[config.mk]
export PLATFORM = sky130hd
export DESIGN_NAME = exe_top
export DESIGN_NICKNAME = d
export VERILOG_FILES = /design/src/rtl/exe_pkg.sv /design/src/rtl/alu.sv /design/src/rtl/branch_ctrl.sv /design/src/rtl/forwarding_unit.sv /design/src/rtl/execute.sv /design/src/rtl/exe_top.sv
export VERILOG_INCLUDE_DIRS = /design/src /design/src/rtl
export SDC_FILE = /design/constraint.sdc
export NUM_CORES = 1
export LEC_CHECK = 0
export ABC_AREA = 1
export BUFFER_PORTS_ARGS = -buffer_cell sky130_fd_sc_hd__clkbuf_2
export CORE_MARGIN = 4
export CORE_UTILIZATION = 40
export DETAILED_ROUTE_END_ITERATION = 10
export GPL_ROUTABILITY_DRIVEN = 0
export SLEW_MARGIN = 20
export SYNTH_ARGS = -nofsm -noshare
export SYNTH_HDL_FRONTEND = slang
export SYNTH_SLANG_ARGS = --single-unit
[constraint.sdc]
create_clock -name clk -period 24.3 [get_ports clk]
set_clock_uncertainty 0.2 [all_clocks]
set_input_delay 7.29 -clock clk [delete_from_list [all_inputs] [get_ports clk]]
set_output_delay 7.29 -clock clk [all_outputs]
set_load 0.005 [all_outputs]
[src/rtl/exe_config.svh]
`ifndef EXE_CONFIG_SVH
`define EXE_CONFIG_SVH

// datapath word, also the pc width
`define XLEN   32

// register file address
`define REG_AW 5

`endif

[src/rtl/exe_pkg.sv]
package exe_pkg;

    // funct3 order, opt bit picks sub / sra
    typedef enum logic [2:0] {
        ALU_ADD  = 3'd0,
        ALU_SLL  = 3'd1,
        ALU_SLT  = 3'd2,
        ALU_SLTU = 3'd3,
        ALU_XOR  = 3'd4,
        ALU_SR   = 3'd5,
        ALU_OR   = 3'd6,
        ALU_AND  = 3'd7
    } alu_fn_e;

    typedef enum logic [3:0] {
        BJ_NONE = 4'd0,
        BJ_BEQ  = 4'd1,
        BJ_BNE  = 4'd2,
        BJ_BLT  = 4'd3,
        BJ_BGE  = 4'd4,
        BJ_BLTU = 4'd5,
        BJ_BGEU = 4'd6,
        BJ_JAL  = 4'd7,
        BJ_JALR = 4'd8   // target base is rs1
    } bj_e;

    typedef enum logic [1:0] {
        FWD_REG = 2'd0,
        FWD_WB  = 2'd1,
        FWD_MEM = 2'd2
    } fwd_sel_e;

    typedef enum logic [1:0] {
        WB_ALU = 2'd0,
        WB_MEM = 2'd1,
        WB_PC4 = 2'd2
    } wb_sel_e;

    typedef enum logic [1:0] {
        MW_BYTE = 2'd0,
        MW_HALF = 2'd1,
        MW_WORD = 2'd2
    } mem_width_e;

endpackage

[src/rtl/alu.sv]
`timescale 1ns/1ps
`include "exe_config.svh"

module alu
    import exe_pkg::*;
(
    input  logic [`XLEN-1:0] in_a,
    input  logic [`XLEN-1:0] in_b,
    input  alu_fn_e          fn,
    input  logic             opt,
    output logic [`XLEN-1:0] result
);

    logic [4:0]       shamt;
    logic             lt_signed;
    logic             lt_unsigned;
    logic [`XLEN-1:0] add_sub;

    assign shamt       = in_b[4:0];            // only low bits count
    assign lt_signed   = $signed(in_a) < $signed(in_b);
    assign lt_unsigned = in_a < in_b;
    assign add_sub     = opt ? (in_a - in_b) : (in_a + in_b);

    always_comb begin
        case (fn)
            ALU_ADD: begin
                result = add_sub;
            end
            ALU_SLL: begin
                result = in_a << shamt;
            end
            ALU_SLT: begin
                result = {{(`XLEN-1){1'b0}}, lt_signed};
            end
            ALU_SLTU: begin
                result = {{(`XLEN-1){1'b0}}, lt_unsigned};
            end
            ALU_XOR: begin
                result = in_a ^ in_b;
            end
            ALU_SR: begin
                if (opt) begin
                    result = $unsigned($signed(in_a) >>> shamt);   // sra
                end else begin
                    result = in_a >> shamt;
                end
            end
            ALU_OR: begin
                result = in_a | in_b;
            end
            ALU_AND: begin
                result = in_a & in_b;
            end
            default: begin
                result = '0;
            end
        endcase
    end

endmodule

[src/rtl/branch_ctrl.sv]
`timescale 1ns/1ps
`include "exe_config.svh"

module branch_ctrl
    import exe_pkg::*;
(
    input  bj_e              bj_inst,
    input  logic [`XLEN-1:0] in_a,
    input  logic [`XLEN-1:0] in_b,
    output logic             branch
);

    logic eq;
    logic lt;
    logic ltu;

    assign eq  = in_a == in_b;
    assign lt  = $signed(in_a) < $signed(in_b);
    assign ltu = in_a < in_b;

    always_comb begin
        case (bj_inst)
            BJ_BEQ:  branch = eq;
            BJ_BNE:  branch = !eq;
            BJ_BLT:  branch = lt;
            BJ_BGE:  branch = !lt;
            BJ_BLTU: branch = ltu;
            BJ_BGEU: branch = !ltu;
            BJ_JAL:  branch = 1'b1;    // jumps always taken
            BJ_JALR: branch = 1'b1;
            default: branch = 1'b0;    // none and unused codes
        endcase
    end

endmodule

[src/rtl/forwarding_unit.sv]
`timescale 1ns/1ps
`include "exe_config.svh"

module forwarding_unit
    import exe_pkg::*;
(
    input  logic [`REG_AW-1:0] rs1,
    input  logic [`REG_AW-1:0] rs2,
    input  logic [`REG_AW-1:0] wrt_dst_mem,
    input  logic [`REG_AW-1:0] wrt_dst_wb,
    input  logic               reg_wrt_en_mem,
    input  logic               reg_wrt_en_wb,
    output fwd_sel_e           fwd_a,
    output fwd_sel_e           fwd_b
);

    logic a_mem_hit;
    logic a_wb_hit;
    logic b_mem_hit;
    logic b_wb_hit;

    // x0 never forwarded
    assign a_mem_hit = reg_wrt_en_mem && (rs1 != '0) && (rs1 == wrt_dst_mem);
    assign a_wb_hit  = reg_wrt_en_wb  && (rs1 != '0) && (rs1 == wrt_dst_wb);
    assign b_mem_hit = reg_wrt_en_mem && (rs2 != '0) && (rs2 == wrt_dst_mem);
    assign b_wb_hit  = reg_wrt_en_wb  && (rs2 != '0) && (rs2 == wrt_dst_wb);

    always_comb begin
        fwd_a = FWD_REG;
        fwd_b = FWD_REG;
        if (a_mem_hit) begin
            fwd_a = FWD_MEM;                   // younger result wins
        end else if (a_wb_hit) begin
            fwd_a = FWD_WB;
        end
        if (b_mem_hit) begin
            fwd_b = FWD_MEM;
        end else if (b_wb_hit) begin
            fwd_b = FWD_WB;
        end
    end

endmodule

[src/rtl/execute.sv]
`timescale 1ns/1ps
`include "exe_config.svh"

module execute
    import exe_pkg::*;
(
    input  logic               clk,
    input  logic               rst_n,
    input  logic [`XLEN-1:0]   next_pc_exe,
    input  logic [`XLEN-1:0]   reg1,
    input  logic [`XLEN-1:0]   reg2,
    input  logic [`XLEN-1:0]   imm,
    input  bj_e                bj_inst_exe,
    input  alu_fn_e            alu_fn_exe,
    input  logic               alu_opt_exe,
    input  logic               data_sel_exe,
    input  wb_sel_e            wb_sel_exe,
    input  mem_width_e         read_width_exe,
    input  logic [`REG_AW-1:0] wrt_dst_exe,
    input  logic               mem_wrt_en_exe,
    input  logic               reg_wrt_en_exe,
    input  logic               read_unsigned_exe,
    input  logic               rd_en_exe,
    input  fwd_sel_e           fwd_a,
    input  fwd_sel_e           fwd_b,
    input  logic [`XLEN-1:0]   wbdata_wb,
    input  logic               stall_mem,
    output logic [`XLEN-1:0]   next_pc_mem,
    output logic [`XLEN-1:0]   write_data_mem,
    output logic [`XLEN-1:0]   alu_result_mem,
    output logic [`XLEN-1:0]   branch_pc,
    output logic               branch,
    output wb_sel_e            wb_sel_mem,
    output mem_width_e         read_width_mem,
    output logic [`REG_AW-1:0] wrt_dst_mem,
    output logic               mem_wrt_en_mem,
    output logic               reg_wrt_en_mem,
    output logic               read_unsigned_mem,
    output logic               rd_en_mem
);

    logic [`XLEN-1:0] fwd_reg1;
    logic [`XLEN-1:0] fwd_reg2;
    logic [`XLEN-1:0] alu_in_b;
    logic [`XLEN-1:0] branch_base;
    logic [`XLEN-1:0] alu_result_exe;

    always_comb begin
        case (fwd_a)
            FWD_MEM: fwd_reg1 = alu_result_mem;
            FWD_WB:  fwd_reg1 = wbdata_wb;
            default: fwd_reg1 = reg1;
        endcase
        case (fwd_b)
            FWD_MEM: fwd_reg2 = alu_result_mem;
            FWD_WB:  fwd_reg2 = wbdata_wb;
            default: fwd_reg2 = reg2;
        endcase
    end

    assign alu_in_b    = data_sel_exe ? imm : fwd_reg2;
    assign branch_base = (bj_inst_exe == BJ_JALR) ? fwd_reg1 : next_pc_exe;
    assign branch_pc   = branch_base + imm;         // pc-relative or rs1-relative

    alu i_alu (
        .in_a   (fwd_reg1),
        .in_b   (alu_in_b),
        .fn     (alu_fn_exe),
        .opt    (alu_opt_exe),
        .result (alu_result_exe)
    );

    branch_ctrl i_branch_ctrl (
        .bj_inst (bj_inst_exe),
        .in_a    (fwd_reg1),
        .in_b    (fwd_reg2),
        .branch  (branch)
    );

    always_ff @(posedge clk or negedge rst_n) begin
        if (!rst_n) begin
            next_pc_mem       <= '0;
            write_data_mem    <= '0;
            alu_result_mem    <= '0;
            wb_sel_mem        <= WB_ALU;
            read_width_mem    <= MW_BYTE;
            wrt_dst_mem       <= '0;
            mem_wrt_en_mem    <= 1'b0;
            reg_wrt_en_mem    <= 1'b0;
            read_unsigned_mem <= 1'b0;
            rd_en_mem         <= 1'b0;
        end else if (!stall_mem) begin                 // hold while mem stalls
            next_pc_mem       <= next_pc_exe;
            write_data_mem    <= fwd_reg2;             // store data
            alu_result_mem    <= alu_result_exe;
            wb_sel_mem        <= wb_sel_exe;
            read_width_mem    <= read_width_exe;
            wrt_dst_mem       <= wrt_dst_exe;
            mem_wrt_en_mem    <= mem_wrt_en_exe;
            reg_wrt_en_mem    <= reg_wrt_en_exe;
            read_unsigned_mem <= read_unsigned_exe;
            rd_en_mem         <= rd_en_exe;
        end
    end

endmodule

[src/rtl/exe_top.sv]
`timescale 1ns/1ps
`include "exe_config.svh"

module exe_top
    import exe_pkg::*;
(
    input  logic               clk,
    input  logic               rst_n,
    input  logic [`XLEN-1:0]   next_pc_exe,
    input  logic [`XLEN-1:0]   reg1,
    input  logic [`XLEN-1:0]   reg2,
    input  logic [`XLEN-1:0]   imm,
    input  logic [`REG_AW-1:0] rs1_exe,
    input  logic [`REG_AW-1:0] rs2_exe,
    input  bj_e                bj_inst_exe,
    input  alu_fn_e            alu_fn_exe,
    input  logic               alu_opt_exe,
    input  logic               data_sel_exe,
    input  wb_sel_e            wb_sel_exe,
    input  mem_width_e         read_width_exe,
    input  logic [`REG_AW-1:0] wrt_dst_exe,
    input  logic               mem_wrt_en_exe,
    input  logic               reg_wrt_en_exe,
    input  logic               read_unsigned_exe,
    input  logic               rd_en_exe,
    input  logic [`REG_AW-1:0] wrt_dst_wb,
    input  logic               reg_wrt_en_wb,
    input  logic [`XLEN-1:0]   wbdata_wb,
    input  logic               stall_mem,
    output logic [`XLEN-1:0]   next_pc_mem,
    output logic [`XLEN-1:0]   write_data_mem,
    output logic [`XLEN-1:0]   alu_result_mem,
    output logic [`XLEN-1:0]   branch_pc,
    output logic               branch,
    output wb_sel_e            wb_sel_mem,
    output mem_width_e         read_width_mem,
    output logic [`REG_AW-1:0] wrt_dst_mem,
    output logic               mem_wrt_en_mem,
    output logic               reg_wrt_en_mem,
    output logic               read_unsigned_mem,
    output logic               rd_en_mem
);

    fwd_sel_e fwd_a;
    fwd_sel_e fwd_b;

    // mem-stage dst and enable loop back from the ex/mem register
    forwarding_unit i_forwarding_unit (
        .rs1            (rs1_exe),
        .rs2            (rs2_exe),
        .wrt_dst_mem    (wrt_dst_mem),
        .wrt_dst_wb     (wrt_dst_wb),
        .reg_wrt_en_mem (reg_wrt_en_mem),
        .reg_wrt_en_wb  (reg_wrt_en_wb),
        .fwd_a          (fwd_a),
        .fwd_b          (fwd_b)
    );

    execute i_execute (
        .clk (clk), .rst_n (rst_n),
        .next_pc_exe (next_pc_exe), .reg1 (reg1), .reg2 (reg2), .imm (imm),
        .bj_inst_exe (bj_inst_exe), .alu_fn_exe (alu_fn_exe), .alu_opt_exe (alu_opt_exe),
        .data_sel_exe (data_sel_exe), .wb_sel_exe (wb_sel_exe),
        .read_width_exe (read_width_exe), .wrt_dst_exe (wrt_dst_exe),
        .mem_wrt_en_exe (mem_wrt_en_exe), .reg_wrt_en_exe (reg_wrt_en_exe),
        .read_unsigned_exe (read_unsigned_exe), .rd_en_exe (rd_en_exe),
        .fwd_a (fwd_a), .fwd_b (fwd_b), .wbdata_wb (wbdata_wb), .stall_mem (stall_mem),
        .next_pc_mem (next_pc_mem), .write_data_mem (write_data_mem),
        .alu_result_mem (alu_result_mem), .branch_pc (branch_pc), .branch (branch),
        .wb_sel_mem (wb_sel_mem), .read_width_mem (read_width_mem),
        .wrt_dst_mem (wrt_dst_mem), .mem_wrt_en_mem (mem_wrt_en_mem),
        .reg_wrt_en_mem (reg_wrt_en_mem), .read_unsigned_mem (read_unsigned_mem),
        .rd_en_mem (rd_en_mem)
    );

endmodule

After elaboration in Yosys (flattened, before gate mapping)

Cells that the tools add are included.

Add/sub/neg operators: 3
Magnitude comparators: 4
Bitwise logic cells: 3
Multiplexer cells: 12
Equality and inequality tests: 24
Reduce and logical (&&, ||, !) cells: 15
Shifts and indexed selects: 3

Operators with widths:

| kind               | count |
|---|---|
| $pmux 32 s8        | 1 |
| $lt 32x32->1       | 4 |
| $mux 32            | 4 |
| $pmux 32 s2        | 2 |
| $add 32x32->32     | 2 |
| $and 32x32->32     | 1 |
| $eq 32x32->1       | 1 |
| $or 32x32->32      | 1 |
| $shl 32x5->32      | 1 |
| $shr 32x5->32      | 1 |
| $sshr 32x5->32     | 1 |
| $sub 32x32->32     | 1 |
| $xor 32x32->32     | 1 |
| $eq 5x5->1         | 4 |
| $eq 4x3->1 const B | 4 |
| $eq 3x3->1 const B | 4 |
| $reduce_bool 5->1  | 2 |
| $eq 4x2->1 const B | 2 |
| $logic_and 1x1->1  | 8 |
| $pmux 1 s7         | 1 |
| $eq 3x2->1 const B | 2 |
| $eq 2x1->1 const B | 2 |
| $eq 2x2->1 const B | 2 |
| $eq 4x1->1 const B | 1 |
| 7 further kinds    | 11 |

Bits of input ports: 201
Output and inout bits: 142
Word-level logic and storage cells: 74
Register bits: 109

Longest topological paths before layout

Depth in word-level cells: 11
Depth in mapped cells: 35

Cells and area by module

A second synthesis with hierarchy kept.

Cell total of the unflattened synthesis: 3,668
Area total of the unflattened synthesis: 19,941.6 µm²

By module, submodules not included:

| module          | seq. area each (µm²) | cells an instance | times used | area each (µm²) |
|---|---|---|---|---|
| alu             | 0.0                  | 2,019             | 1          | 9,714.3 |
| execute         | 2,727.6              | 1,365             | 1          | 8,719.6 |
| branch_ctrl     | 0.0                  | 171               | 1          | 1,047.3 |
| forwarding_unit | 0.0                  | 113               | 1          | 460.4 |

Least setup slack after synthesis

No wires, ideal clock.

Path type: input -> output
Start: input port rs1_exe[2]
End: output port branch_pc[30]
Data arrival time: 10,970 ps
Setup slack: 5,840 ps
Path buffers: 1
Stages: 25
Cell sequence: inv_1 -> nand2_1 -> nor2_1 -> nand2_1 -> nand4_4 -> nand2_2 -> buf_2 -> or2_2 -> o211ai_1 -> o21ai_0 -> ha_1 -> fa_1 -> nand3_1 -> nand2_1 -> a21oi_1 -> o21ai_1 -> a21boi_0 -> o21ai_1 -> a21boi_0 -> nor2_1 -> nand2_1 -> nand2_1 -> a21boi_1 -> o21ai_0 -> xor2_1

Longest elaborated chain between the ends: 9

RTL lines:

| what                                            | RTL line                                     | text |
|---|---|---|
| start, declared                                 | exe_top.sv:13                                | `` input logic [`REG_AW-1:0] rs1_exe, `` |
| $reduce_bool 5->1                               | forwarding_unit.sv:23, forwarding_unit.sv:24 |  |
| $logic_and 1x1->1 (2 in series)                 | forwarding_unit.sv:24                        | `assign a_wb_hit = reg_wrt_en_wb && (rs1 != '0) && (rs1 == wrt_dst_wb);` |
| $mux 1                                          | forwarding_unit.sv:33                        | `end else if (a_wb_hit) begin` |
| $mux 2 (*)                                      | forwarding_unit.sv:31                        | `if (a_mem_hit) begin` |
| $eq 2x1->1 / $eq 2x2->1 (equally long branches) | execute.sv:49                                | `case (fwd_a)` |
| $pmux 32 s2 (*)                                 | execute.sv:49                                |  |
| $mux 32 (*)                                     | execute.sv:62                                | `assign branch_base = (bj_inst_exe == BJ_JALR) ? fwd_reg1 : next_pc_exe;` |
| $add 32x32->32 (*)                              | execute.sv:63                                | `assign branch_pc = branch_base + imm;` |
| end, declared                                   | exe_top.sv:33                                | `` output logic [`XLEN-1:0] branch_pc, `` |

Mark *: on every way between the ends. The rest lies on a longest branch, timed or not.

Final worst setup path

Start: input port rs1_exe[2]
End: output port branch_pc[28]

The elaborated chain is that of the path after synthesis.

==> results by stage <==
Outcome:
- The flow ran to the end, and the final reports show no timing, DRC or antenna violations.

Floorplanning:
- The overall die area is around 0.05 mm2.
- The floorplan has a little under 80 rows.
- Pin placement for this block handled about 340 I/O pins.
- The floorplan die width is 220 um.
- The die extent in y is about 220 um.
- The total area inside the core boundary comes to between 0.04 and 0.05 mm2.
- For this configuration, the core starts out at a cell density of 0.406.

Timing:
- The final number of setup-violating endpoints is 0.
- The final hold violation count is 0.
- The worst slew margin relative to its limit is 0.343.
- Setup repair after global routing left no endpoint under its margin.
- Of the available clock period, the critical path in the final layout requires 0.843.
- The number of pins exceeding their max-slew limit in the final report is 0.
- Setup total negative slack on the finished layout was measured at 0 ns.
- The final critical-path required period is between 20 and 25 ns.
- Derived from the worst setup path, the maximum achievable clock frequency is around 49 MHz.
- The worst hold-check slack is 0.280 ns.
- For the pin with the worst max-slew slack, the measured transition is 0.982 ns.

Final layout:
- The net count of the finished layout is around 3,700.
- In the layout the commonest cells are 997 x sky130_fd_sc_hd__nand2_1, 405 x sky130_fd_sc_hd__inv_1, 385 x sky130_fd_sc_hd__nand3_1, 340 x sky130_fd_sc_hd__clkbuf_2, 192 x sky130_fd_sc_hd__o21ai_0.
- The share of post-route cells with drive strength above 1 is 0.142.
- Leaving out fill and tap cells, the most frequent cell in the layout is sky130_fd_sc_hd__nand2_1.
- Relative to the synthesized area, the layout overhead comes to 12.7%.
- The fill cell total of the finished layout is 4,765.
- The finished cells cover 0.0203 mm2.
- For this run, the share of the core covered by cells in the final layout is 0.458.

Synthesis:
- The number of different library cells used by synthesis comes to 60.
- The mapped netlist covers roughly 0.018 mm2.
- In this run, synthesis inferred 0 flip-flops with an integrated enable.
- The net count of the mapped netlist is roughly 3,500.
- In the synthesized netlist, the number of instances is 3,127.
- The mean cell area of the mapped netlist is between 5 and 6 um2.
- For this run, asynchronously set or reset flops after synthesis account for 1.00.
- During synthesis, Yosys emitted a total of 0 warnings.
- The synthesized design contains 109 register bits.
- For this run, the leading register cell type out of synthesis is sky130_fd_sc_hd__dfrtp_1.
- Of the synthesized area, sequential elements account for 0.151.

CTS:
- In this run, post-CTS hold repair placed 0 buffers.
- The post-CTS resize count is 0.
- The number of buffers created by CTS is 9.
- TritonCTS built the clock tree.
- The number of setup buffers added after CTS is 0.
- The longest clock path from root to sink contains 2 buffers.
- The cell sitting at the root of the clock tree is a sky130_fd_sc_hd__clkbuf_16.
- Clock-pin slew was measured on the worst setup and hold paths at around 0.08 ns.
- The clock net sink count is approximately 110.
- The later pin in the worst-skew pair is clocked with a latency of 0.40 ns.
- In this run the number of H-tree levels came out at 3.

Worst setup path:
- Data on the critical path is required at its endpoint by between 15 and 20 ns.
- STA puts the critical path data arrival time at about 13 ns.
- The standard cell with the maximum stage delay on the critical path is sky130_fd_sc_hd__nand2_2.
- The startpoint of the most critical register-to-register path is i_execute.wrt_dst_mem[1]$_DFFE_PN0N_.
- The critical path class is input pin to output port.
- The endpoint type of the worst setup path is an output port.
- The buffer and inverter count on the worst path is 3.
- The delay of the slowest cell on the worst path is around 0.57 ns.
- The cell repeated most along the worst path is sky130_fd_sc_hd__nand2_1.
- The type of element launching the critical path is an input pin.
- The launch point of the critical path is rs1_exe[2].
- Along the worst path, the maximum fanout reaches 38.
- The family with the most delay on the worst path is compound AO/OA/AOI/OAI gates.

Job:
- Across the run, the number of max-cap violations was 0.

Placed design:
- The wire-length estimate of the detail-placed layout is approximately 74,000 um.
- The placed instances occupy a cell area of 0.0200 mm2.
- During placement, the flow inserted port buffers numbering ~340.

GRT:
- The number of antenna violations at the first check in global routing came to 10.
- The global-route wire length before repair is between 100,000 and 150,000 um.
- The combined global-route utilization of all metal layers is 0.372.
- The number of global-route vias before repair is between 20,000 and 25,000.
- The pin count of the biggest net entering global routing is between 70 and 80.
- The overflow left after global routing is 0.

Drt:
- The remaining antenna violation count after routing is 0.
- In the final routed layout, each cell accounts on average for roughly 23 um.
- The wire length reported by the detailed router is about 93,000 um.
- The total number of vias is about 24,000.
- The detailed-route vias per instance is between 5 and 6.
- The number of DRC markers in iteration 0 is 3,291.
- The number of design rule violations left after detail routing is 0.
- For this run, the detailed router's first-pass iteration total came to 7.

Worst hold path:
- The worst hold path belongs to the class register to register.
- In this run the most critical hold path is launched from i_execute.next_pc_mem[20]$_DFFE_PN0N_.

Power:
- For this design the ratio of total power to cell area is approximately 48 mW/mm2.
- Summed over all cells, the static leakage comes to approximately 11 nW.
- The total chip power is 0.983 mW.
- The largest vdd supply drop is around 0.000037 V.
[worst min-delay path, delay by kind of cell, from the launching register on]
| family | cells | cell delay (ns) |
|---|---|---|
| flops | 1 | 0.34 |
| simple gates | 2 | 0.11 |
[where the power goes]
part           internal (mW)  leakage (nW)  switching [mW]
Combinational          0.180          9.99           0.410
Clock                 0.0821         0.151          0.0900
Sequential             0.202          1.32          0.0185
Total                  0.465          11.5           0.519
[state kept, by name, summed over array words and instances (netlist names)]
register                     count
i_execute.alu_result_mem        32
i_execute.next_pc_mem           32
i_execute.write_data_mem        32
i_execute.wrt_dst_mem            5
i_execute.read_width_mem         2
i_execute.wb_sel_mem             2
i_execute.mem_wrt_en_mem         1
i_execute.rd_en_mem              1
i_execute.read_unsigned_mem      1
i_execute.reg_wrt_en_mem         1
[synth_stat cells (4+ instances only)]
cell type                   count  share of area
sky130_fd_sc_hd__buf_6          7         0.0044
sky130_fd_sc_hd__dfrtp_1      109           0.15
sky130_fd_sc_hd__o31ai_1        6         0.0025
sky130_fd_sc_hd__a211oi_1       5         0.0021
sky130_fd_sc_hd__o221ai_1      36          0.017
sky130_fd_sc_hd__buf_1          5         0.0010
sky130_fd_sc_hd__o21ai_1       20         0.0055
sky130_fd_sc_hd__a21oi_1      169          0.047
sky130_fd_sc_hd__nor2_1       179          0.037
sky130_fd_sc_hd__nand3_1      386           0.11
sky130_fd_sc_hd__ha_1         160           0.11
sky130_fd_sc_hd__nand4_1       21         0.0073
sky130_fd_sc_hd__or2_2         25         0.0087
sky130_fd_sc_hd__inv_2         17         0.0035
sky130_fd_sc_hd__xnor2_1       13         0.0063
sky130_fd_sc_hd__a21boi_0       7         0.0029
sky130_fd_sc_hd__o211ai_1      17         0.0071
sky130_fd_sc_hd__nand3b_1      23         0.0096
sky130_fd_sc_hd__o2111ai_1      4         0.0019
sky130_fd_sc_hd__nor4_1         8         0.0028
sky130_fd_sc_hd__a221oi_1      19         0.0092
sky130_fd_sc_hd__clkbuf_1      83          0.017
sky130_fd_sc_hd__nand2_1      997           0.21
sky130_fd_sc_hd__nand3_2       20          0.011
sky130_fd_sc_hd__nor2_4         4         0.0025
sky130_fd_sc_hd__o21bai_1       8         0.0033
sky130_fd_sc_hd__a31oi_1       17         0.0059
sky130_fd_sc_hd__nor2_2         7         0.0024
sky130_fd_sc_hd__nor3_1        24         0.0067
sky130_fd_sc_hd__o21ai_0      192          0.053
sky130_fd_sc_hd__a21o_1         7         0.0029
sky130_fd_sc_hd__nand2_2        8         0.0028
sky130_fd_sc_hd__xor2_1        33          0.016
sky130_fd_sc_hd__buf_2         34         0.0094
sky130_fd_sc_hd__buf_4         12         0.0050
sky130_fd_sc_hd__inv_1        406          0.084
[kinds of logic after synthesis]
kind of cell             synth area share
AO/OA/AOI/OAI                       0.172
AND/OR/NAND/NOR                     0.415
XOR/XNOR                           0.0223
flip-flops                          0.151
buffers and inverters               0.126
adder cells (fa/ha/maj)             0.114
[layout make-up]
type	count	area, um2	share of cell area
multi-input cells	2452	13100	0.643
flip-flops and latches	109	2730	0.134
repair buffers	362	1870	0.0920
inverters	425	1600	0.0786
well taps	592	741	0.0364
clock buffers	9	225	0.0111
clock inverters	6	83.8	0.00412
diodes	7	17.5	0.000861
[per-layer routing]
metal / vias up / part of all wire / global-route usage
met4: 6 / 0.077 / 0.236
met2: 1721 / 0.42 / 0.567
li1: 10700 / - / -
met5: - / 0.00050 / 0
met1: 10780 / 0.38 / 0.477
met3: 378 / 0.12 / 0.0796
[final timing paths]
path                                                            end  slack (ns)  cells after the start
min                           i_execute.next_pc_mem[20]$_DFFE_PN0N_        0.28                      2
max                                                   branch_pc[28]        3.81                     26
min in group asynchronous      i_execute.wrt_dst_mem[2]$_DFFE_PN0N_        6.72                      1
min reg2reg                   i_execute.next_pc_mem[20]$_DFFE_PN0N_        0.28                      2
max in group asynchronous  i_execute.alu_result_mem[27]$_DFFE_PN0N_       16.09                      2
max reg2reg                i_execute.alu_result_mem[22]$_DFFE_PN0N_       17.41                     31
[through the flow]
step                      cells  setup WS [ns]
after floorplan            3127           5.84
after global placement     3940           4.16
final                      3962           3.81
after detailed placement   3940           4.00
after global routing       3962           3.38
after CTS                  3955           3.98
(Power assumes the default switching activity.)
